$ cat src/cart_pkg.sv
// Cartridge constants: ROM address type, store depth, header size, download indices, latencies
package cart_pkg;

	// ========================================================================
	// ROM store geometry
	// ========================================================================
	localparam int ROM_ADDR_W = 12;               // 4 KiB store
	localparam int ROM_DEPTH  = 1 << ROM_ADDR_W;

	typedef logic [ROM_ADDR_W-1:0] rom_addr_t;    // Byte address into the store

	// Optional copier header in front of the image
	localparam int HEADER_BYTES = 512;

	// ========================================================================
	// Download indices
	// ========================================================================
	localparam logic [7:0] CODE_INDEX = 8'hff;    // Cheat records
	localparam logic [4:0] GG_INDEX   = 5'd2;     // Low index bits of a Game Gear image

	// ========================================================================
	// Timing
	// ========================================================================
	localparam int WRITE_LATENCY = 3;             // Request toggle to acknowledge toggle
	localparam int CE_PERIOD     = 30;            // Clock enable sequence length

endpackage

$ cat src/clock_enable_gen.sv
// Clock enable sequencer for CPU, VDP, pixel and sound sample enables
`timescale 1ns/1ps

module clock_enable_gen (
	input  logic clk_sys,
	input  logic reset,
	output logic ce_cpu,
	output logic ce_vdp,
	output logic ce_pix,
	output logic ce_sp
);
	import cart_pkg::*;

	logic [$clog2(CE_PERIOD)-1:0] cnt;

	// ========================================================================
	// Step counter and registered enables
	// ========================================================================
	always_ff @(posedge clk_sys) begin
		if (reset) begin
			cnt    <= '0;
			ce_cpu <= 1'b0;
			ce_vdp <= 1'b0;
			ce_pix <= 1'b0;
			ce_sp  <= 1'b0;
		end else begin
			if (int'(cnt) == CE_PERIOD - 1)
				cnt <= '0;
			else
				cnt <= cnt + 1'b1;

			ce_sp  <= cnt[0];   // Half rate
			ce_cpu <= 1'b0;
			ce_vdp <= 1'b0;
			ce_pix <= 1'b0;

			// VDP every 5, pixel every 10, CPU every 15
			case (int'(cnt))
				4, 14: ce_vdp <= 1'b1;
				9: begin
					ce_cpu <= 1'b1;
					ce_vdp <= 1'b1;
					ce_pix <= 1'b1;
				end
				19, 29: begin
					ce_vdp <= 1'b1;
					ce_pix <= 1'b1;
				end
				24: begin
					ce_cpu <= 1'b1;   // CPU phase kept off the pixel slot
					ce_vdp <= 1'b1;
				end
				default: ;
			endcase
		end
	end

endmodule

$ cat config.mk
export PLATFORM = sky130hd
export DESIGN_NAME = clock_enable_gen
export DESIGN_NICKNAME = d
export VERILOG_FILES = /design/src/cart_pkg.sv /design/src/clock_enable_gen.sv
export SDC_FILE = /design/constraint.sdc
export NUM_CORES = 1
export LEC_CHECK = 0
export BUFFER_PORTS_ARGS = -buffer_cell sky130_fd_sc_hd__buf_2
export CORE_UTILIZATION = 30
export CTS_CLUSTER_SIZE = 30
export DETAILED_ROUTE_END_ITERATION = 12
export PLACE_DENSITY = 0.48
export SLEW_MARGIN = 20
export SYNTH_ARGS = -nofsm -noshare
export SYNTH_HDL_FRONTEND = slang
export SYNTH_SLANG_ARGS = --single-unit
$ cat constraint.sdc
create_clock -name clk_sys -period 2.5 [get_ports clk_sys]
set_clock_uncertainty 0.15 [all_clocks]
set_input_delay 0.5 -clock clk_sys [delete_from_list [all_inputs] [get_ports clk_sys]]
set_output_delay 0.5 -clock clk_sys [all_outputs]
set_load 0.01 [all_outputs]
==> impl_results.md <==
- Status: finished clean
- Clk_lat worst skew: approximately 0.26 ns
- Max-cap viol count: 0
- Mux contribution to synthesized area: under 10%
- Drt first pass iters: 4
- Worst-path clk slew: 0.06 ns
- Gpl congestion: approximately 0.70
- Final WL: between 500 and 600 um
- I/O pin total: 6
- Routed Antenna Nets: 0
- Core area: 1300 um2
- Largest cells by area after synthesis: dfxtp_1 42%, ha_1 12%, nor2_1 6.2%
- Slew Limit Fails: 0
- Post-synth top area cell: dfxtp_1
- Vias: ~290
- Crit. path cell count: 5
- Clock Path Buffers: 2
- Cell Area, Synth: about 420 um2
- RSZ-0062 raised after global routing: false
- Drt drc: 0
- Number of global-route vias before repair: between 200 and 250
- Setup Fix Bufs, Post-CTS: 0
- Initial DRC count: 3
- Layout cell share with drive strength beyond 1: between 10% and 20%
- Die area: 1570 um2
- Synth Area in Adders: a little under an eighth
- Syn Nets: 47
- Setup violators final: 0
- Period utilisation layout: 57.1%
- Tot Pwr: 0.292 mW
- Worst EP arrival: about 1.4 ns
- CTS resizes: 0
- Leakage power: about 0.20 nW
- Global Route Usage Sum: 11.8%
- Synthesized flop and latch total: 9
- Max stage delay on crit path: 0.41 ns
- Largest net degree at the start of global routing: 10
- Total CTS buffers: 3
- Period minus WS final: around 1.4 ns
- I/O Buffers: 5
- Dpl cell area: 438 um2
- Worst path buffer plus inverter count: 1
- Pwr per Cell Area: ~630 nW/um2
- Layout Nets: 54
- Critical path fanouts, max: 5
- Area Growth Syn to Fin: 9.44%
- Post-Route Setup TNS: 0 ns
- CTS root buf: clkbuf_4
- Crit path launch type: register
- R2R depth: 5
- Synth Area in Simple Gates: between 10% and 20%
- CP Class: reg -> reg
- Yosys top cell area share: 42.5%
- Kind of end point of the critical path: register
- Die boundary height: just under 40 um
- Critical-path cell list: inv_1 > ha_1 > mux2_2 > nand3b_1 > a31oi_1
- Worst min path class: in -> reg
- Grt ovf: 0
- Avg Inst Size Synth: around 10 um2
- Number of antenna diodes: 0
- TritonCTS Sinks: 9
- Yosys warnings: 0
- H-Tree Depth: 1
- Seq/Total Area, Yosys: between 40% and 50%
- Worst EP required: roughly 2.5 ns
- First-pass GRT wire length: 1080 um
- Synth Area in Compound Gates: around 5.3%
- Xor and xnor fraction of the mapped netlist area: roughly 8.3%
- Vias/cell: about 4.7
- Slowest CP cell: dfxtp_1
- Wirelength per Cell: approximately 9.4 um
- Rel. slew slack: 80.0%
- Site Rows: 13
- Starting Density: between 30 and 40%
- Crit path max-delay family: flip-flops
- Design area: between 400 and 500 um2
- Die width: ~40 um
- CTS tree: built
- Hold-critical path depth: 2
- Maximum VDD drop: approximately 0.00026 V
- Number of distinct library cells after synthesis: 17
- CTS Hold Bufs: 0
- Main combinational cell family by area after synthesis: simple AND/OR/NAND/NOR gates
- Peak Freq: 0.701 GHz
- Final hold violations: 0
- Leading cell types in the layout, fill and taps excluded: 9 x dfxtp_1, 7 x nor2_1, 5 x buf_2
- Slew @ Worst Pin: about 0.3 ns
- Hpwl dp: 425 um
- Most common cell after layout, fill and taps aside: dfxtp_1
- Syn Inst Count: just over 40
- Antenna violations before repair: 0
## cell usage after synthesis
library cell / count
buf_6: 2
nand3_1: 2
xor2_1: 2
a31oi_1: 2
mux2_2: 1
ha_1: 4
a41o_1: 1
xnor2_1: 2
inv_1: 3
nand3b_1: 1
buf_4: 1
nand4b_1: 1
nor2_1: 7
nor4b_1: 1
mux2i_1: 1
dfxtp_1: 9
and4bb_1: 1
## worst reg2reg max path, cell delays in order, from the launching register on
cell	delay, ns
dfxtp_1	0.41
inv_1	0.10
ha_1	0.23
mux2_2	0.27
nand3b_1	0.08
a31oi_1	0.08
## where the power goes
group	internal, mW	switching [mW]
clock network	0.0615	0.0498
logic	0.0124	0.0131
registers	0.149	0.00673
## logic make-up (layout without fill, tap and decap cells)
logic type      after synthesis  after routing
compound gates                3              3
buf+inv                       6             12
mux                           2              2
fa+ha+maj                     4              4
flops                         9              9
simple gates                 13             13
xor+xnor                      4              4
## layout make-up
class / count / area [um2]
Clock buffer: 4 / 26.3
Fill cell: 146 / 837
Inverter: 3 / 11.3
Multi-Input combinational cell: 26 / 203
Sequential cell: 9 / 180
Tap cell: 15 / 18.8
Timing Repair Buffer: 5 / 25.0
## layer usage
layer / part of all wire, % / track usage, % / vias to the layer above
li1: - / - / 151
met1: 46 / 12.2 / 125
met2: 42 / 13.9 / 8
met3: 7.9 / 10.2 / 5
met4: 3.2 / 10.3 / 0
met5: 0 / 0 / -
## metrics by stage
step / util, % / worst slack, ns / hold WS, ns / std cells
floorplan: - / 1.17 / 0.295 / 41
global placement: 33.7 / 1.10 / 0.319 / 58
detailed placement: 33.7 / 1.08 / 0.324 / 58
CTS: 35.7 / 1.06 / 0.290 / 62
global route: 35.7 / 0.986 / 0.290 / 62
finish: 35.7 / 1.07 / 0.296 / 62
## state kept, by name, summed over array words and instances (netlist names)
register	flops
cnt	5
ce_cpu	1
ce_vdp	1
ce_sp	1
ce_pix	1
## worst paths after layout
check	from	end	slack (ns)
worst max-delay path	cnt[0]	ce_vdp	1.07
worst min-delay path	reset	ce_sp	0.30
worst max register to register	cnt[0]	ce_vdp	1.07
worst min register to register	cnt[0]	cnt[0]	0.34
Note: power is estimated with default switching activity, not from simulation.
