[src/cart_pkg.sv]
// Cartridge constants: ROM address type, store depth, header size, download indices, latencies
package cart_pkg;

	// ========================================================================
	// ROM store geometry
	// ========================================================================
	localparam int ROM_ADDR_W = 12;               // 4 KiB store
	localparam int ROM_DEPTH  = 1 << ROM_ADDR_W;

	typedef logic [ROM_ADDR_W-1:0] rom_addr_t;    // Byte address into the store

	// Optional copier header in front of the image
	localparam int HEADER_BYTES = 512;

	// ========================================================================
	// Download indices
	// ========================================================================
	localparam logic [7:0] CODE_INDEX = 8'hff;    // Cheat records
	localparam logic [4:0] GG_INDEX   = 5'd2;     // Low index bits of a Game Gear image

	// ========================================================================
	// Timing
	// ========================================================================
	localparam int WRITE_LATENCY = 3;             // Request toggle to acknowledge toggle
	localparam int CE_PERIOD     = 30;            // Clock enable sequence length

endpackage

[src/cheat_pkg.sv]
// Cheat record constants: record length, field width, byte grouping and field numbers
package cheat_pkg;

	// ========================================================================
	// Record layout
	// ========================================================================
	localparam int CODE_BYTES  = 16;                  // One record per code
	localparam int CODE_BYTE_W = $clog2(CODE_BYTES);  // Byte number within a record

	// Each field is four bytes, least significant first
	localparam int CODE_FIELD_W = 32;
	localparam int FIELD_BYTES  = CODE_FIELD_W / 8;

	typedef logic [CODE_FIELD_W-1:0] code_field_t;

	// ========================================================================
	// Field numbers, byte group = field number * FIELD_BYTES
	// ========================================================================
	localparam int FIELD_FLAGS   = 0;   // Bytes 0 to 3
	localparam int FIELD_ADDR    = 1;   // Bytes 4 to 7
	localparam int FIELD_COMPARE = 2;   // Bytes 8 to 11
	localparam int FIELD_REPLACE = 3;   // Bytes 12 to 15

endpackage

[src/cheat_code_collector.sv]
// Cheat record assembly from downloaded bytes into flags, address, compare and replace
`timescale 1ns/1ps

module cheat_code_collector (
	input  logic                  clk_sys,
	input  logic                  reset,
	input  logic                  code_active,
	input  logic                  dl_wr,
	input  cart_pkg::rom_addr_t   dl_addr,
	input  logic [7:0]            dl_data,
	output cheat_pkg::code_field_t code_flags,
	output cheat_pkg::code_field_t code_address,
	output cheat_pkg::code_field_t code_compare,
	output cheat_pkg::code_field_t code_replace,
	output logic                  code_valid
);
	import cheat_pkg::*;

	logic [CODE_BYTE_W-1:0] byte_num;
	int                     field_num;
	int                     byte_pos;
	logic                   code_wr;

	assign code_wr   = code_active & dl_wr;
	assign byte_num  = dl_addr[CODE_BYTE_W-1:0];   // Position inside the record
	assign field_num = int'(byte_num) / FIELD_BYTES;
	assign byte_pos  = int'(byte_num) % FIELD_BYTES;

	// ========================================================================
	// Field assembly, little endian within each field
	// ========================================================================
	always_ff @(posedge clk_sys) begin
		if (code_wr) begin
			case (field_num)
				FIELD_FLAGS:   code_flags[8*byte_pos +: 8]   <= dl_data;
				FIELD_ADDR:    code_address[8*byte_pos +: 8] <= dl_data;
				FIELD_COMPARE: code_compare[8*byte_pos +: 8] <= dl_data;
				FIELD_REPLACE: code_replace[8*byte_pos +: 8] <= dl_data;
				default: ;
			endcase
		end
	end

	// Last byte of the record completes the code
	always_ff @(posedge clk_sys) begin
		if (reset)
			code_valid <= 1'b0;
		else
			code_valid <= code_wr && (int'(byte_num) == CODE_BYTES - 1);
	end

endmodule

[config.mk]
export PLATFORM = sky130hd
export DESIGN_NAME = cheat_code_collector
export DESIGN_NICKNAME = d
export VERILOG_FILES = /design/src/cart_pkg.sv /design/src/cheat_pkg.sv /design/src/cheat_code_collector.sv
export SDC_FILE = /design/constraint.sdc
export NUM_CORES = 1
export LEC_CHECK = 0
export ABC_AREA = 1
export BUFFER_PORTS_ARGS = -buffer_cell sky130_fd_sc_hd__buf_2
export CORE_MARGIN = 1
export CORE_UTILIZATION = 49
export DETAILED_ROUTE_END_ITERATION = 16
export HOLD_SLACK_MARGIN = 0.1
export PLACE_DENSITY = 0.86
export SLEW_MARGIN = 20
export SYNTH_ARGS = -nofsm -noshare
export SYNTH_HDL_FRONTEND = slang
export SYNTH_SLANG_ARGS = --single-unit
[constraint.sdc]
create_clock -name clk_sys -period 2.1 [get_ports clk_sys]
set_input_delay 0.42 -clock clk_sys [delete_from_list [all_inputs] [get_ports clk_sys]]
set_output_delay 0.42 -clock clk_sys [all_outputs]
set_load 0.02 [all_outputs]
==> results of run 1 <==
area by class of cell:
type | count | area (µm²)
repair buffers | 161 | 848
clock inverters | 12 | 118
multi-input cells | 78 | 393
well taps | 108 | 135
clock buffers | 20 | 425
flip-flops and latches | 129 | 3860
inverters | 22 | 82.6
fillers | 620 | 2810
through the flow:
stage / hold slack (ns) / utilization / setup slack, ns
4_1_cts: 0.110 / 0.676 / 0.575
6_report: 0.138 / 0.676 / 0.612
5_1_grt: 0.138 / 0.676 / 0.572
2_1_floorplan: 0.562 / - / 0.114
3_3_place_gp: 0.662 / 0.613 / 0.362
3_5_place_dp: 0.659 / 0.613 / 0.260
cell usage in the layout, fill, tap and decap left out, types with 3 or more instances in the layout:
master / instances
buf_2: 144
edfxtp_1: 128
nor2_1: 41
inv_1: 21
buf_4: 17
clkbuf_16: 16
nand2_1: 13
nor3_1: 8
ha_1: 6
clkinv_2: 5
nor2_2: 3
clkbuf_1: 3
final timing paths:
check	from	end	slack (ns)
worst max-delay path	code_address[22]	code_address[22]	0.61
worst min-delay path	reset	code_valid	0.14
sequential cells by signal, indices dropped and copies added, names as in the netlist:
register and flops:
code_address 32, code_compare 32, code_flags 32, code_replace 32
code_valid 1
power breakdown:
group          internal [mW]  switching [mW]  total (mW)
Sequential              2.85         0.00663        2.85
Clock                   1.67           0.999        2.67
Combinational         0.0505           0.138       0.189
Total                   4.57            1.14        5.71
cell families after synthesis:
family	Yosys count	synth area share
buf+inv	23	0.0216
fa+ha+maj	6	0.0173
simple gates	72	0.0731
flops	129	0.888
routing by layer:
layer	share of wire	up-vias	global-route usage	wire, µm
met5	0	-	0	0
met4	0.025	0	0.116	229
met3	0.069	21	0.0742	627
met2	0.48	104	0.319	4330
met1	0.43	1202	0.256	3870
li1	-	1180	-	-
==> out/qor.csv, run 1 <==
stage;metric;value;unit
critical_path;crit_buf_inv;1;
critical_path;cpMaxStageDelayCell;edfxtp_1;
finish;diodes;0;
grt;grtUsageTotal;0.208;
detailed_routing;drc;0;
grt;grt_first_pass_wirelength;13100;µm
logic_synthesis;synth_most_common_cell;edfxtp_1;
critical_path;worst_ep_arrival_time;1.07;ns
sta;fin_crit;1.49;ns
clock_network;cts.repair.resized;0;
min_path;hp-class;input pin to register;
sta;slew_headroom;0.770;
sta;hold_viol;0;
clock_network;numCtsBuffers;17;
finish;syn2layout_area_growth;34.8;%
clock_network;root_buffer;clkbuf_8;
sta;timing.fmax;0.672;GHz
placement;place_congestion;0.842;
die;die_h;96.2;µm
grt;grt_pass1_vias;2495;
placement;dp.cells;498;
grt;antenna_found_initial;0;
logic_synthesis;async_flop_share;0;
logic_synthesis;syn_area;4350;µm²
critical_path;path_depth;1;
grt;grt-ovfl-total;0;
clock_network;clockBufferDepth;2;
critical_path;cp_top_family;flip-flops;
finish;fin_nets;439;
logic_synthesis;yosys-top-cells-count;edfxtp_1, nor2_1, inv_1;
placement;dpl_cell_area;5320;µm²
detailed_routing;drt-pass1-iter-count;4;
detailed_routing;drtIter0Drc;111;
logic_synthesis;syn_inst;230;
detailed_routing;viasPerCell;4.73;
sta;rsz0062_at_grt;no;
sta;tns;0;ns
critical_path;crit_path_max_fanout;1;
clock_network;post_cts_buffers;0;
run_status;status;finished, final reports clean;
die;io_pins;153;
detailed_routing;dr_total_vias;2507;
sta;finalCritPeriodShare;0.708;
clock_network;htree_levels;4;
logic_synthesis;syn_nets;260;
clock_network;ctsHoldBuffers;0;
logic_synthesis;synth.area.top_cells;edfxtp_1, nor2_1, inv_1;
detailed_routing;routed_wl;9060;µm
critical_path;cp.required;1.68;ns
finish;finalInstanceArea;5870;µm²
clock_network;cts_tree;yes;
power_and_ir_drop;vdd_drop_max;0.794;mV
die;fp.dieW;96.2;µm
logic_synthesis;synth_top_area_frac;0.884;
critical_path;endpoint_kind;output pin;
die;dieArea;9260;µm²
power_and_ir_drop;totalPowerFinal;5.71;mW
finish;stdcell_count;530;
detailed_routing;ant_nets;0;
finish;layout-drive-gt1-share;0.467;
sta;slew_viol_final;0;
power_and_ir_drop;p_leak;1.96;nW
power_and_ir_drop;pwr_density_cell;973;nW/µm²
die;rows;34;
job;max-cap-violations;0;
placement;hpwl;6690;µm
logic_synthesis;synth_edf_count;128;
logic_synthesis;yosysWarnings;0;
critical_path;startpoint_type;register;
sta;worst_pin_slew;0.343;ns
logic_synthesis;yosysSeqAreaShare;0.888;
die;core_area;8680;µm²
critical_path;crit_type;register to output pin;
grt;grt_max_degree;17;
sta;setup_viol;0;
critical_path;max_stage_delay;0.39;ns
critical_path;crit_chain;buf_2;
logic_synthesis;synth-main-ff-cell;edfxtp_1;
logic_synthesis;avgSynthCellArea;18.9;µm²
logic_synthesis;ys_seq_elements;129;
die;start_util;0.501;
detailed_routing;wl_per_cell;17.1;µm
logic_synthesis;synthDistinctLibCells;14;
clock_network;path_clk_slew;0.06;ns
placement;port_buffers;144;
min_path;hold_depth;4;
clock_network;clkSinkCount;129;
logic_synthesis;yosys.area.top_type;edfxtp_1;
Power figures use the tool's default switching activity.
==> inputs of run 2 (changes only) <==
- CORE_UTILIZATION: 49 -> 44
- PLACE_DENSITY: 0.86 -> 0.82
- clock period: 2.1 -> 1.3 ns (I/O delays scaled with it)
==> run 2 against run 1 <==
- the run now ends with setup timing left
- via count is 3.9% higher
- setup slack worse by 0.65 ns
- cell count is 6.6% higher
==> out/qor.csv, run 2 (synthesis results as in run 1) <==
stage;metric;value;unit;change
die;fp.dieW;101;µm;+5.4%
sta;hold_ws;0.180;ns;+0.0421 ns
run_status;violations;setup timing;;
die;rows;35;;+2.9%
sta;finalCritPeriodShare;1.03;;
detailed_routing;drtIter0Drc;121;;+9.0%
power_and_ir_drop;power_switching;1.96;mW;+71%
clock_network;cts_tree;yes;;
detailed_routing;drt-pass1-iter-count;4;;unchanged
grt;antenna_found_initial;0;;unchanged
die;core_area;9420;µm²;+8.5%
clock_network;clockBufferDepth;2;;unchanged
sta;tns;-0.334;ns;-0.334 ns
detailed_routing;dr_total_vias;2604;;+3.9%
min_path;hold_depth;3;;-1
power_and_ir_drop;power_frac_seq;0.471;;-0.029
detailed_routing;wl_met1;4050;µm;+4.6%
power_and_ir_drop;swShare;0.200;;-0.000429
critical_path;crit_chain;buf_6;;
detailed_routing;routed_wl;9820;µm;+8.4%
power_and_ir_drop;pwr_density_cell;1460;nW/µm²;+50%
critical_path;path_depth;1;;unchanged
placement;port_buffers;144;;unchanged
clock_network;root_buffer;clkbuf_8;;
grt;grt_max_degree;17;;unchanged
critical_path;crit_end;code_address[13];;
power_and_ir_drop;internal_power;7.85;mW;+72%
min_path;hp-class;input pin to register;;
finish;final_common_cell;edfxtp_1;;
critical_path;cp.required;1.04;ns;-0.64 ns
power_and_ir_drop;totalPowerFinal;9.81;mW;+72%
die;die_h;101;µm;+5.4%
detailed_routing;ant_nets;0;;unchanged
power_and_ir_drop;combPwrFrac;0.041;;+0.008
sta;slew_viol_final;0;;unchanged
detailed_routing;viasPerCell;4.61;;-2.6%
clock_network;clkSinkCount;129;;unchanged
detailed_routing;wl_met2;5100;µm;+18%
grt;grt_first_pass_wirelength;13500;µm;+3.5%
finish;fin_nets;454;;+3.4%
power_and_ir_drop;clockPowerShare;0.488;;+0.021
sta;slew_headroom;0.773;;+0.00243
grt;grt_pass1_vias;2603;;+4.3%
critical_path;crit_buf_inv;1;;unchanged
critical_path;endpoint_kind;output pin;;
run_status;status;finished, violations left;;
detailed_routing;drc;0;;unchanged
critical_path;cpMaxStageDelayCell;edfxtp_1;;
critical_path;crit_type;register to output pin;;
clock_network;path_clk_slew;0.06;ns;about the same
detailed_routing;wl_met3;538;µm;-14%
finish;layout-drive-gt1-share;0.539;;+0.0722
critical_path;crit_path_max_fanout;1;;unchanged
finish;diodes;0;;unchanged
critical_path;startpoint_type;register;;
detailed_routing;wl_per_cell;17.4;µm;+1.7%
die;dieArea;10300;µm²;+11%
job;max-cap-violations;0;;unchanged
finish;final_cell_mix;edfxtp_1, buf_6, buf_2;;
placement;place_congestion;0.854;;+1.4%
placement;hpwl;6750;µm;+0.76%
critical_path;max_stage_delay;0.41;ns;+0.02 ns
power_and_ir_drop;vdd_drop_max;0.911;mV;+15%
grt;grt-ovfl-total;0;;unchanged
die;start_util;0.462;;-0.0392
clock_network;numCtsBuffers;17;;unchanged
sta;hold_viol;0;;unchanged
critical_path;cp_top_family;flip-flops;;
clock_network;post_cts_buffers;0;;unchanged
power_and_ir_drop;p_leak;2.38;nW;+21%
critical_path;worst_ep_arrival_time;1.07;ns;about the same
grt;grtUsageTotal;0.190;;-0.0173
die;io_pins;153;;unchanged
sta;setup_viol;33;;+33
critical_path;startpoint;code_address[13];;
finish;syn2layout_area_growth;54.8;%;
detailed_routing;highest_layer;met4;;
sta;fin_crit;1.33;ns;
sta;worst_slack;-0.0329;ns;-0.645 ns
clock_network;htree_levels;4;;unchanged
sta;timing.fmax;0.750;GHz;
sta;worst_pin_slew;0.340;ns;-0.00364 ns
sta;rsz0062_at_grt;yes;;
==> run 2: cell types whose count changed in the layout (fill, tap and decap cells not counted), sizes merged <==
cell	delta
clkinv	-4
clkbuf	-3
dlygate4sd3	+1
inv	+3
clkinvlp	+1
bufinv	+2
buf	+14
==> run 2: worst min-delay path by stage <==
stage                            end       start  slack (ns)
CTS                   code_flags[22]  dl_data[6]        0.17
detailed placement        code_valid       reset        0.50
floorplan                 code_valid       reset        0.40
finish                code_flags[22]  dl_data[6]        0.18
global placement          code_valid       reset        0.51
global route        code_replace[17]  dl_data[1]        0.18
==> run 2: layer usage <==
metal,vias to the layer above,track usage
met1,1279,0.239
met5,-,0
met4,0,0.0713
met3,12,0.0594
li1,1212,-
met2,101,0.313
==> run 2: through the flow <==
| stage | cell area (µm²) | utilization | setup slack (ns) | instances |
|---|---|---|---|---|
| floorplan | 4460 | - | -0.179 | 230 |
| global placement | 5580 | 0.593 | -0.219 | 533 |
| detailed placement | 5580 | 0.593 | -0.316 | 533 |
| CTS | 6320 | 0.671 | -0.0507 | 565 |
| global route | 6730 | 0.715 | -0.0664 | 565 |
| finish | 6730 | 0.715 | -0.0329 | 565 |
==> run 2: power groups by stage <==
stage / Combinational, mW / Clock, mW / Sequential (mW)
6_report: 0.407 / 4.79 / 4.62
5_1_grt: 0.441 / 5.01 / 4.62
4_1_cts: 0.385 / 4.83 / 4.61
3_5_place_dp: 0.373 / 0 / 4.69
3_3_place_gp: 0.365 / 0 / 4.69
2_1_floorplan: 0.152 / 0 / 4.75
==> run 2: layout make-up <==
class                           count  area [µm²]
Clock buffer                       17         414
Clock inverter                     14         188
Fill cell                         610        2680
Inverter                           22        82.6
Multi-Input combinational cell     78         498
Sequential cell                   129        3860
Tap cell                          129         161
Timing Repair Buffer              176        1530
==> run 2: timing repair <==
item,4_1_cts,5_1_grt
gates resized for setup,40,132
hold endpoints to repair,1,0
setup endpoints to repair,76,128
pin swaps,0,0
hold buffers,1,0
