[config.mk]
export PLATFORM = sky130hd
export DESIGN_NAME = rom_loader
export DESIGN_NICKNAME = d
export VERILOG_FILES = /design/src/cart_pkg.sv /design/src/rom_loader.sv
export SDC_FILE = /design/constraint.sdc
export NUM_CORES = 1
export LEC_CHECK = 0
export BUFFER_PORTS_ARGS = -buffer_cell sky130_fd_sc_hd__buf_2
export CAP_MARGIN = 20
export CORE_ASPECT_RATIO = 1.25
export CORE_MARGIN = 8
export CORE_UTILIZATION = 40
export CTS_BUF_LIST = sky130_fd_sc_hd__clkbuf_16
export CTS_CLUSTER_SIZE = 20
export DETAILED_ROUTE_END_ITERATION = 10
export PLACE_DENSITY = 0.62
export SLEW_MARGIN = 30
export SYNTH_ARGS = -nofsm -noshare
export SYNTH_HDL_FRONTEND = slang
export SYNTH_SLANG_ARGS = --single-unit
[constraint.sdc]
create_clock -name clk_sys -period 3.5 [get_ports clk_sys]
set_input_delay 0.175 -clock clk_sys [delete_from_list [all_inputs] [get_ports clk_sys]]
set_output_delay 0.175 -clock clk_sys [all_outputs]
set_load 0.1 [all_outputs]
[src/cart_pkg.sv]
// Cartridge constants: ROM address type, store depth, header size, download indices, latencies
package cart_pkg;

	// ========================================================================
	// ROM store geometry
	// ========================================================================
	localparam int ROM_ADDR_W = 12;               // 4 KiB store
	localparam int ROM_DEPTH  = 1 << ROM_ADDR_W;

	typedef logic [ROM_ADDR_W-1:0] rom_addr_t;    // Byte address into the store

	// Optional copier header in front of the image
	localparam int HEADER_BYTES = 512;

	// ========================================================================
	// Download indices
	// ========================================================================
	localparam logic [7:0] CODE_INDEX = 8'hff;    // Cheat records
	localparam logic [4:0] GG_INDEX   = 5'd2;     // Low index bits of a Game Gear image

	// ========================================================================
	// Timing
	// ========================================================================
	localparam int WRITE_LATENCY = 3;             // Request toggle to acknowledge toggle
	localparam int CE_PERIOD     = 30;            // Clock enable sequence length

endpackage

[src/rom_loader.sv]
// Cartridge download pacing, toggle write requests, mirror masks and header detect
`timescale 1ns/1ps

module rom_loader (
	input  logic                clk_sys,
	input  logic                reset,
	input  logic                cart_active,
	input  logic                dl_wr,
	input  logic [7:0]          dl_index,
	input  logic [7:0]          dl_data,
	output logic                dl_wait,
	output cart_pkg::rom_addr_t wr_addr,
	output logic [7:0]          wr_data,
	output logic                wr_req,
	input  logic                wr_ack,
	output cart_pkg::rom_addr_t cart_mask,
	output cart_pkg::rom_addr_t header_mask,
	output logic                has_header,
	output logic                game_gear
);
	import cart_pkg::*;

	rom_addr_t byte_cnt;     // Completed writes
	rom_addr_t cur_addr;
	rom_addr_t byte_total;
	logic      active_d;
	logic      cart_start;
	logic      cart_end;
	logic      accept;
	logic      done;

	assign cart_start = cart_active & ~active_d;
	assign cart_end   = ~cart_active & active_d;
	assign accept     = dl_wr & cart_active & ~dl_wait;
	assign done       = dl_wait & (wr_req == wr_ack);   // Store has caught up

	// First byte may arrive in the same cycle the download opens
	assign cur_addr   = cart_start ? '0 : byte_cnt;
	assign byte_total = dl_wait ? byte_cnt + 1'b1 : byte_cnt;

	// ========================================================================
	// Handshake, counter and learned cartridge properties
	// ========================================================================
	always_ff @(posedge clk_sys) begin
		if (reset) begin
			active_d    <= 1'b0;
			dl_wait     <= 1'b0;
			wr_req      <= 1'b0;
			byte_cnt    <= '0;
			cart_mask   <= '0;
			header_mask <= '0;
			has_header  <= 1'b0;
			game_gear   <= 1'b0;
		end else begin
			active_d <= cart_active;

			if (cart_start)
				byte_cnt <= '0;
			else if (done)
				byte_cnt <= byte_cnt + 1'b1;

			if (accept) begin
				dl_wait <= 1'b1;
				wr_req  <= ~wr_req;   // One toggle per byte
				cart_mask <= (cur_addr == '0) ? '0 : cart_mask | cur_addr;
				header_mask <= (cur_addr == rom_addr_t'(HEADER_BYTES)) ? '0 :
					header_mask | (cur_addr - rom_addr_t'(HEADER_BYTES));
				game_gear <= dl_index[4:0] == GG_INDEX;
			end else if (done) begin
				dl_wait <= 1'b0;
			end

			// Odd multiple of 512 bytes means a copier header
			if (cart_end)
				has_header <= byte_total[$clog2(HEADER_BYTES)];
		end
	end

	// Address and data held until the acknowledge
	always_ff @(posedge clk_sys) begin
		if (accept) begin
			wr_addr <= cur_addr;
			wr_data <= dl_data;
		end
	end

endmodule

==> results of run 1 <==
==> flip-flops by register name (all words and copies together), names as in the netlist, 8 cells and up <==
name,cells
byte_cnt,12
cart_mask,12
header_mask,12
wr_addr,12
wr_data,8
==> area by class of cell <==
cell class	instances	area (sq um)
tap	66	82.6
inverter	7	26.3
clock inverter	6	65.1
multi-input combinational	138	783
clock buffer	10	250
timing repair buffer	70	363
sequential	61	1420
fill	540	2670
==> power by group <==
| group | total (W) | internal [W] | switching [W] | leakage (nW) |
|---|---|---|---|---|
| registers | 0.000756 | 0.000747 | 0.00000890 | 0.518 |
| logic | 0.000182 | 0.0000318 | 0.000150 | 0.583 |
| clock network | 0.000920 | 0.000597 | 0.000323 | 0.159 |
| total | 0.00186 | 0.00138 | 0.000482 | 1.26 |
==> worst paths after layout <==
path / startpoint / end / slack (ns)
setup / recovery: dl_wait / header_mask[7] / 1.66
hold / removal: dl_data[7] / wr_data[7] / 0.02
setup reg to reg: dl_wait / header_mask[7] / 1.66
hold reg to reg: header_mask[11] / header_mask[11] / 0.44
==> synth_stat cells, drive strengths merged, types with 5 or more instances <==
cell type,count,share of area (%)
a21oi,30,6.5
and2,12,3.4
buf,8,2.2
dfxtp,41,36
edfxtp,20,26
inv,7,1.1
nand2,8,1.3
nand3,6,1.9
nand4,5,1.4
nor2,35,5.7
o21ai,7,1.5
xor2,9,3.4
==> through the flow <==
stage	instances	util, %
3_3_place_gp	342	47.3
6_report	358	52.8
4_1_cts	358	52.8
5_1_grt	358	52.8
3_5_place_dp	342	47.3
2_1_floorplan	217	-
==> cell families (layout without fill, tap and decap cells) <==
kind of cell / after synthesis / count (layout) / synth area share, %
flip-flops: 61 / 61 / 61.9
buffers and inverters: 18 / 93 / 3.93
adder cells (fa/ha/maj): 2 / 2 / 1.09
multiplexers: 1 / 1 / 0.436
AO/OA/AOI/OAI: 42 / 42 / 10.0
XOR/XNOR: 11 / 11 / 4.20
AND/OR/NAND/NOR: 82 / 82 / 18.4
==> per-layer routing <==
metal  vias to the layer above  routed length [microns]
met3                        11                      276
met2                        36                     2660
met1                       832                     2200
li1                        890                        -
met5                         -                        0
met4                         0                      140
==> placed cells by master (no fill, tap or decap), types with 2 or more instances in the layout <==
master     synthesis  routed
xnor2_1            2       2
ha_1               2       2
buf_4              2       5
nand4_1            5       5
nand2_1            8       8
and2_2             2       2
buf_2              5      65
nand3_1            5       5
and3_1             2       2
inv_1              7       7
inv_4              0       2
nand2b_1           2       2
xor2_1             9       9
and2_1            10      10
nor4_1             3       3
nor2_1            35      35
clkbuf_16          0      10
dfxtp_1           41      41
edfxtp_1          20      20
a21oi_1           30      30
nor2b_1            3       3
o21ai_0            7       7
==> summary.txt, run 1 <==
Run status
  – Outcome: finished clean

Drt
  – Vias: approximately 1800
  – DRC violations left: 0
  – Final ANT Viol Nets: 0
  – DRT Wirelength: 5280 microns
  – DR WL/cell: around 15 microns
  – Pre-Repair DR Iteration Count: 4
  – Vias per inst: about 4.9
  – 1st-iter DRT viols: between 70 and 80

Power and ir drop
  – Lkg Pwr: between 1 and 1.5 nW
  – Total power: approximately 0.0019 W
  – VDD IR-drop max: 0.000299 V
  – Power per cell area: approximately 620 mW/mm^2

Setup path
  – CP arrival: between 2 and 2.5 ns
  – Worst Setup End Kind: flip-flop
  – Cell Chain, Critical Path: and3b_1 -> buf_4 -> and2_1 -> a21oi_1 -> nor2_1
  – Crit path buffers/inverters: 1
  – Worst setup path class: flip-flop to flip-flop
  – Critical path's largest stage delay: ~0.57 ns
  – Worst R2R Path Depth: 5
  – Slowest CP cell: and2_1
  – Worst setup SP type: flip-flop
  – WP depth: 5
  – Critical Path RT: about 3.8 ns
  – Family with the most delay on the worst path: simple AND/OR/NAND/NOR gates
  – Worst Path Max Fanout: 18

Logic synthesis
  – Post-synth design cell area: approximately 0.0023 sq mm
  – Ys flop type: dfxtp_1
  – Sequential area share after synthesis: 61.9%
  – Syn Nets: 240
  – Post-synth cell types: 36
  – Cells after Synth: 217
  – Seq cells post-synth: 61
  – Synth warn: 0
  – Average size of a mapped cell: 10.6 sq um
  – Number of synthesized flops with an enable pin: 20
  – Asr flop ratio synth: 0%

Place
  – DP HPWL: around 3700 microns
  – # port buffers: 65
  – Routability cong.: between 0.8 and 0.9
  – Placed cell areas: about 0.0027 sq mm
  – Post-Place Setup Slack: approximately 1.7 ns

CTS
  – Setup bufs post-CTS: 0
  – Sink Count: 61
  – Root buffer cell: clkbuf_16
  – Skew-Pair Late Insertion Delay: roughly 0.33 ns
  – CTS resizes: 0
  – Clk slew on worst S/H paths: 0.06 ns
  – H-Tree Depth: 3
  – CTS tree: done
  – CTS Hold Buffers Added: 0
  – TritonCTS buffer count: 9
  – Max clock buf depth: 2

STA
  – TNS Setup: 0 ns
  – Final Cycle Share: between 50% and 60%
  – Hold_ws: about 0.022 ns
  – Least-Margin Pin Slew: 0.627 ns
  – Clock skew: 0.00597 ns
  – Fin. max-slew vios: 0
  – Final setup fails: 0
  – Rel. slew slack: around three fifths
  – Fin. Hold Viols: 0
  – RSZ-0062 raised after global routing: false
  – Maximum clock rate: approximately 540 MHz
  – Final Worst Setup Slack: roughly 1.7 ns
  – Tmin final: approximately 1.8 ns

Die
  – Die area: approximately 0.0084 sq mm
  – Top Ports: 69
  – FP Rows: 31
  – Chip height: 101 microns
  – CORE AREA: approximately 0.0057 sq mm
  – Die Wd: 83.7 microns
  – Initial Util: approximately two fifths

GRT
  – Grt met2 use: between 20 and 25%
  – Met3 Use GR: 5.10%
  – Routing usage on met1: 13.5%
  – First-pass GRT wire length: roughly 8600 microns
  – Busiest grt layer: met2
  – Initial antenna violation count: 0
  – GRT Overall Usage: roughly an eighth
  – Vias in the first global route: 1770
  – Largest net degree at the start of global routing: 19
  – Global route overflow: 0

Layout
  – Area grow syn2layout: 30.4%
  – Design Area, Final: roughly 0.003 sq mm
  – Share of cells above drive strength 1: 31.5%
  – Nets@finish: 310
  – Diodes inserted: 0

Worst hold path
  – HP Class: primary input to flip-flop
  – Cells on Worst Hold Path: 1

Run
  – Max-cap violations: 0
Note: power is estimated with default switching activity, not from simulation.
==> run 2: changes to the inputs <==
Clock period 3.5 ns to 1.8 ns, I/O delays scaled along.
==> run 2 against run 1 <==
  * Die area unchanged
  * Sequential share of layout area decreased by 1.5 points
  * Clock-buffer cell count decreased by 1
  * Clock skew decreased by 0.00053 ns
  * Via count increased by 3.1%
  * Register-to-register slack got worse by 1.5 ns
  * Core utilization increased by 1.9 points
  * Largest cell class unchanged
  * Highest routed layer unchanged
==> summary.txt, run 2 (synthesis gave the netlist of run 1 again) <==
STA
  – Least-Margin Pin Slew: 0.496 ns (-0.130 ns)
  – Maximum clock rate: 593 MHz (+9.2%)
  – TNS Setup: 0 ns (unchanged)
  – RSZ-0062 raised after global routing: false
  – Rel. slew slack: 67.1% (+8.9 points)
  – Fin. max-slew vios: 0 (unchanged)
  – Final Worst Setup Slack: 0.113 ns (-1.54 ns)
  – Clock skew: 0.00544 ns (-0.000528 ns)
  – Final setup fails: 0 (unchanged)
  – Final Cycle Share: 93.7% (+41 points)
  – Tmin final: 1.69 ns (-0.156 ns)
  – Fin. Hold Viols: 0 (unchanged)

Layout
  – Share of cells above drive strength 1: 32.7% (+1.2 points)
  – Area grow syn2layout: 35.1%
  – Leading cell type in the layout, fill and taps excluded: buf_2
  – Diodes inserted: 0 (unchanged)
  – Commonest cells after routing, fill and taps aside: buf_2, dfxtp_1, nor2_1, a21oi_1, edfxtp_1
  – Final non-filler cell total: 375 (+4.7%)
  – Nets@finish: 327 (+5.5%)
  – Fillers: 526 (-2.6%)
  – Final Core Density: 54.7% (+1.9 points)

CTS
  – Max clock buf depth: 2 (unchanged)
  – H-Tree Depth: 3 (unchanged)
  – Root buffer cell: clkbuf_16
  – Clk slew on worst S/H paths: 0.05 ns (about the same)
  – Setup bufs post-CTS: 0 (unchanged)
  – Sink Count: 61 (unchanged)
  – Skew-Pair Late Insertion Delay: 0.32 ns (about the same)
  – TritonCTS buffer count: 9 (unchanged)
  – CTS tree: done

Die
  – Chip height: 101 microns (unchanged)
  – CORE AREA: 0.00566 sq mm (unchanged)
  – Die Wd: 83.7 microns (unchanged)
  – Die area: 0.00843 sq mm (unchanged)
  – Top Ports: 69 (unchanged)
  – Initial Util: 40.5% (unchanged)
  – FP Rows: 31 (unchanged)

GRT
  – First-pass GRT wire length: 8960 microns (+4.1%)
  – Largest net degree at the start of global routing: 24 (+5)
  – Global route overflow: 0 (unchanged)
  – Initial antenna violation count: 0 (unchanged)
  – Vias in the first global route: 1818 (+2.7%)
  – GRT Overall Usage: 13.4% (+0.35 points)

Setup path
  – Worst R2R Path Depth: 5 (unchanged)
  – RR Startpoint: byte_cnt[0]
  – Critical Path RT: 2.01 ns (-1.75 ns)
  – CP startpoint: byte_cnt[0]
  – CP arrival: 1.89 ns (-0.21 ns)
  – Worst Path Max Fanout: 9 (-9)
  – Worst setup path class: flip-flop to flip-flop
  – Worst setup SP type: flip-flop
  – Worst Setup End Kind: flip-flop

Drt
  – DRC violations left: 0 (unchanged)
  – 1st-iter DRT viols: 77 (-1.3%)
  – Final ANT Viol Nets: 0 (unchanged)
  – Pre-Repair DR Iteration Count: 4 (unchanged)
  – Vias: 1824 (+3.1%)
  – DRT Wirelength: 5400 microns (+2.3%)
  – DR WL/cell: 14.4 microns (-2.4%)
  – Vias per inst: 4.86 (-1.6%)

Power and ir drop
  – VDD IR-drop max: 0.000479 V (+61%)
  – Power per cell area: 1070 mW/mm^2 (+73%)
  – Lkg Pwr: 1.32 nW (+4.7%)
  – Total power: 0.00333 W (+79%)

Run status
  – Outcome: finished clean

Worst hold path
  – Min-delay src: cart_active
  – Cells on Worst Hold Path: 2 (+1)
  – HP Class: primary input to flip-flop

Place
  – # port buffers: 65 (unchanged)
  – Post-Place Setup Slack: 0.139 ns (-1.55 ns)
  – Dpl cells: 350 (+2.3%)
  – DP HPWL: 3960 microns (+5.8%)
  – Routability cong.: 0.803 (-1.8%)

Run
  – Max-cap violations: 0 (unchanged)
## run 2: changes by cell type in the layout (fill, tap and decap cells not counted), sizes merged
| cell | before | now |
|---|---|---|
| dlygate4sd3 | 0 | 9 |
| clkinv | 2 | 3 |
| bufinv | 1 | 0 |
| clkbuf | 10 | 9 |
| clkinvlp | 0 | 1 |
| buf | 70 | 78 |
## run 2: worst paths after layout
kind | slack, ns | endpoint
setup / recovery | 0.11 | header_mask[8]
hold / removal | 0.06 | active_d
setup reg to reg | 0.11 | header_mask[8]
hold reg to reg | 0.44 | header_mask[11]
## run 2: critical path, cell delays in order (launching register included)
cell and delay [ns]:
dfxtp_1 0.37, nor4_1 0.35, a21oi_1 0.15, o41ai_2 0.41, buf_4 0.23, nor2_1 0.07
## run 2: layer usage
layer,wire (microns),global-route usage (%)
met1,2200,14.0
met3,224,3.80
met4,139,9.05
met5,0,0
met2,2840,22.8
## run 2: report_power, final
part / leakage (nW) / internal, W / switching (W)
sequential: 0.519 / 0.00146 / 0.0000181
combinational: 0.668 / 0.0000826 / 0.000298
clock: 0.132 / 0.000908 / 0.000566
total: 1.32 / 0.00245 / 0.000882
## run 2: area by class of cell
| cell class | instances | area, sq um | area share [%] |
|---|---|---|---|
| flip-flops and latches | 61 | 1430 | 46.0 |
| clock buffers | 9 | 225 | 7.27 |
| inverters | 7 | 26.3 | 0.848 |
| repair buffers | 87 | 513 | 16.6 |
| well taps | 66 | 82.6 | 2.66 |
| clock inverters | 7 | 33.8 | 1.09 |
| multi-input cells | 138 | 792 | 25.6 |
## run 2: repair_timing
item | in CTS | in global routing
endpoints found under the setup margin | 0 | 16
gates resized for setup | 0 | 2
endpoints found under the hold margin | 12 | 0
hold buffers | 9 | 0
## run 2: per-stage QoR
| stage | instance area [sq um] | hold slack (ns) |
|---|---|---|
| floorplan | 2300 | 0.153 |
| global placement | 2740 | 0.266 |
| detailed placement | 2740 | 0.268 |
| CTS | 3090 | 0.0493 |
| global route | 3100 | 0.0761 |
| finish | 3100 | 0.0556 |
==> run 3: changes to the inputs <==
Settings changed: CELL_PAD_IN_SITES_DETAIL_PLACEMENT set to 1, CELL_PAD_IN_SITES_GLOBAL_PLACEMENT set to 1, CORE_UTILIZATION 40 to 38, MAX_ROUTING_LAYER set to met4, PLACE_DENSITY 0.62 to 0.75.
==> run 3 against run 2 <==
  * Clock power is 6% higher
  * Die area is 4.3% higher
  * Core utilization is 1.6 points lower
  * Clock-buffer cell count is 1 higher
  * Via count is 1.9% higher
  * Critical path type unchanged
==> summary.txt, run 3 (synthesis gave the netlist of run 1 again) <==
Run status
  – Outcome: finished clean

CTS
  – H-Tree Depth: 3 (unchanged)
  – CTS tree: done
  – TritonCTS buffer count: 9 (unchanged)
  – Root buffer cell: clkbuf_16
  – Max clock buf depth: 2 (unchanged)
  – Sink Count: 61 (unchanged)
  – Clk slew on worst S/H paths: 0.05 ns (about the same)
  – Skew-Pair Late Insertion Delay: 0.33 ns (about the same)

Drt
  – Final ANT Viol Nets: 0 (unchanged)
  – DR WL/cell: 16.0 microns (+11%)
  – Vias: 1859 (+1.9%)
  – Pre-Repair DR Iteration Count: 4 (unchanged)
  – 1st-iter DRT viols: 59 (-23%)
  – DRC violations left: 0 (unchanged)
  – Vias per inst: 5.00 (+2.7%)
  – DRT Wirelength: 5950 microns (+10%)

Power and ir drop
  – Net Sw Power: 0.000886 W (+0.44%)
  – Sequential group share of total power: 43.2% (-1.1 points)
  – Pint: 0.00253 W (+3.4%)
  – Power share of the combinational group: 11.1% (-0.3 points)
  – VDD IR-drop max: 0.000657 V (+37%)
  – Clock network power share: 45.7% (+1.4 points)
  – Power per cell area: 1110 mW/mm^2 (+2.9%)
  – Lkg Pwr: 1.31 nW (-0.92%)
  – Switching Share: 25.9% (-0.56 points)
  – Total power: 0.00341 W (+2.6%)

GRT
  – Grt met2 use: 26.4% (+3.6 points)
  – Vias in the first global route: 1959 (+7.8%)
  – GRT Overall Usage: 15.1% (+1.8 points)
  – Busiest grt layer: met2
  – Initial antenna violation count: 0 (unchanged)
  – Largest net degree at the start of global routing: 17 (-29%)
  – First-pass GRT wire length: 9900 microns (+11%)
  – Global route overflow: 0 (unchanged)
  – Met3 Use GR: 4.94% (+1.1 points)
  – Routing usage on met1: 15.1% (+1.1 points)

STA
  – Final setup fails: 0 (unchanged)
  – Least-Margin Pin Slew: 0.494 ns (-0.00243 ns)
  – RSZ-0062 raised after global routing: false
  – Tmin final: 1.66 ns (-0.0246 ns)
  – Fin. max-slew vios: 0 (unchanged)
  – Maximum clock rate: 602 MHz (+1.5%)
  – Rel. slew slack: 67.3% (+0.16 points)
  – Fin. Hold Viols: 0 (unchanged)
  – TNS Setup: 0 ns (unchanged)
  – Clock skew: 0.00619 ns (+0.000750 ns)
  – Final Cycle Share: 92.3% (-1.4 points)

Setup path
  – Worst setup SP type: flip-flop
  – CP arrival: 1.91 ns (+0.02 ns)
  – Worst Path Max Fanout: 7 (-2)
  – Worst setup path class: flip-flop to flip-flop
  – Critical Path RT: 2.04 ns (+0.03 ns)
  – Worst Setup End Kind: flip-flop

Place
  – DP HPWL: 4260 microns (+7.4%)
  – Routability cong.: 0.790 (-1.5%)
  – # port buffers: 65 (unchanged)

Die
  – CORE AREA: 0.00582 sq mm (+2.7%)
  – Die Wd: 85.5 microns (+2.1%)
  – Die area: 0.00880 sq mm (+4.3%)
  – FP Rows: 31 (unchanged)
  – Chip height: 103 microns (+2.2%)
  – Top Ports: 69 (unchanged)
  – Initial Util: 39.4% (-1.1 points)

Layout
  – Register area: 0.00143 sq mm (about the same)
  – Area grow syn2layout: 34.6%
  – Diodes inserted: 0 (unchanged)
  – Commonest cells after routing, fill and taps aside: buf_2, dfxtp_1, nor2_1, a21oi_1, edfxtp_1
  – Leading cell type in the layout, fill and taps excluded: buf_2
  – Fillers: 649 (+23%)
  – Share of cells above drive strength 1: 31.4% (-1.3 points)
  – Area of the multi-input gates: 783 sq um (-1.1%)
  – Nets@finish: 324 (-0.92%)

Worst hold path
  – HP Class: primary input to flip-flop

Run
  – Max-cap violations: 0 (unchanged)
-- run 3: cell types whose count changed in the layout (fill, tap and decap cells not counted), sizes merged --
| cell | before | now |
|---|---|---|
| buf | 78 | 75 |
| clkinv | 3 | 5 |
| inv | 10 | 8 |
| clkbuf | 9 | 10 |
| clkinvlp | 1 | 0 |
-- run 3: critical path, stage by stage (launching register included) --
cell and delay [ns]:
dfxtp_1 0.51, and4_4 0.34, nand3_4 0.09, or4_1 0.49, a21oi_1 0.16
-- run 3: repair_timing --
item | 4_1_cts | 5_1_grt
buffers inserted | 0 | 0
endpoints found under the hold margin | 12 | 0
hold buffers | 9 | 0
resized for setup | 0 | 1
setup endpoints to repair | 0 | 8
-- run 3: final cells by class --
type	instances	share of cell area (%)
Clock buffer	10	8.10
Clock inverter	6	0.932
Inverter	7	0.851
Multi-Input combinational cell	138	25.4
Sequential cell	61	46.2
Tap cell	66	2.67
Timing Repair Buffer	84	15.9
-- run 3: stage by stage --
step / instance area (sq um) / util (%) / setup slack, ns / std cells / hold slack [ns]
global route: 3090 / 53.1 / 0.00282 / 372 / 0.0751
floorplan: 2300 / - / 0.0451 / 217 / 0.153
detailed placement: 2720 / 46.7 / 0.167 / 347 / 0.269
global placement: 2720 / 46.7 / 0.209 / 347 / 0.267
CTS: 3090 / 53.1 / 0.133 / 372 / 0.0580
finish: 3090 / 53.1 / 0.138 / 372 / 0.0657
-- run 3: metal layers --
layer / vias to the layer above / wire length (microns)
met1: 893 / 2410
li1: 918 / -
met4: 0 / 114
met2: 39 / 3130
met5: - / 0
met3: 9 / 286
-- run 3: path summary, 6_finish.rpt --
| check | from | cells past startpoint | slack (ns) | end |
|---|---|---|---|---|
| setup / recovery | byte_cnt[4] | 4 | 0.14 | byte_cnt[11] |
| hold / removal | cart_active | 2 | 0.07 | active_d |
| setup reg to reg | byte_cnt[4] | 4 | 0.14 | byte_cnt[11] |
| hold reg to reg | header_mask[11] | 2 | 0.44 | header_mask[11] |
-- run 3: power by group through the flow --
| stage | clock network [W] | logic (W) | registers, W |
|---|---|---|---|
| 2_1_floorplan | 0 | 0.0000784 | 0.00171 |
| 3_3_place_gp | 0 | 0.000362 | 0.00150 |
| 3_5_place_dp | 0 | 0.000365 | 0.00150 |
| 4_1_cts | 0.00159 | 0.000383 | 0.00147 |
| 5_1_grt | 0.00166 | 0.000398 | 0.00148 |
| 6_report | 0.00156 | 0.000379 | 0.00147 |
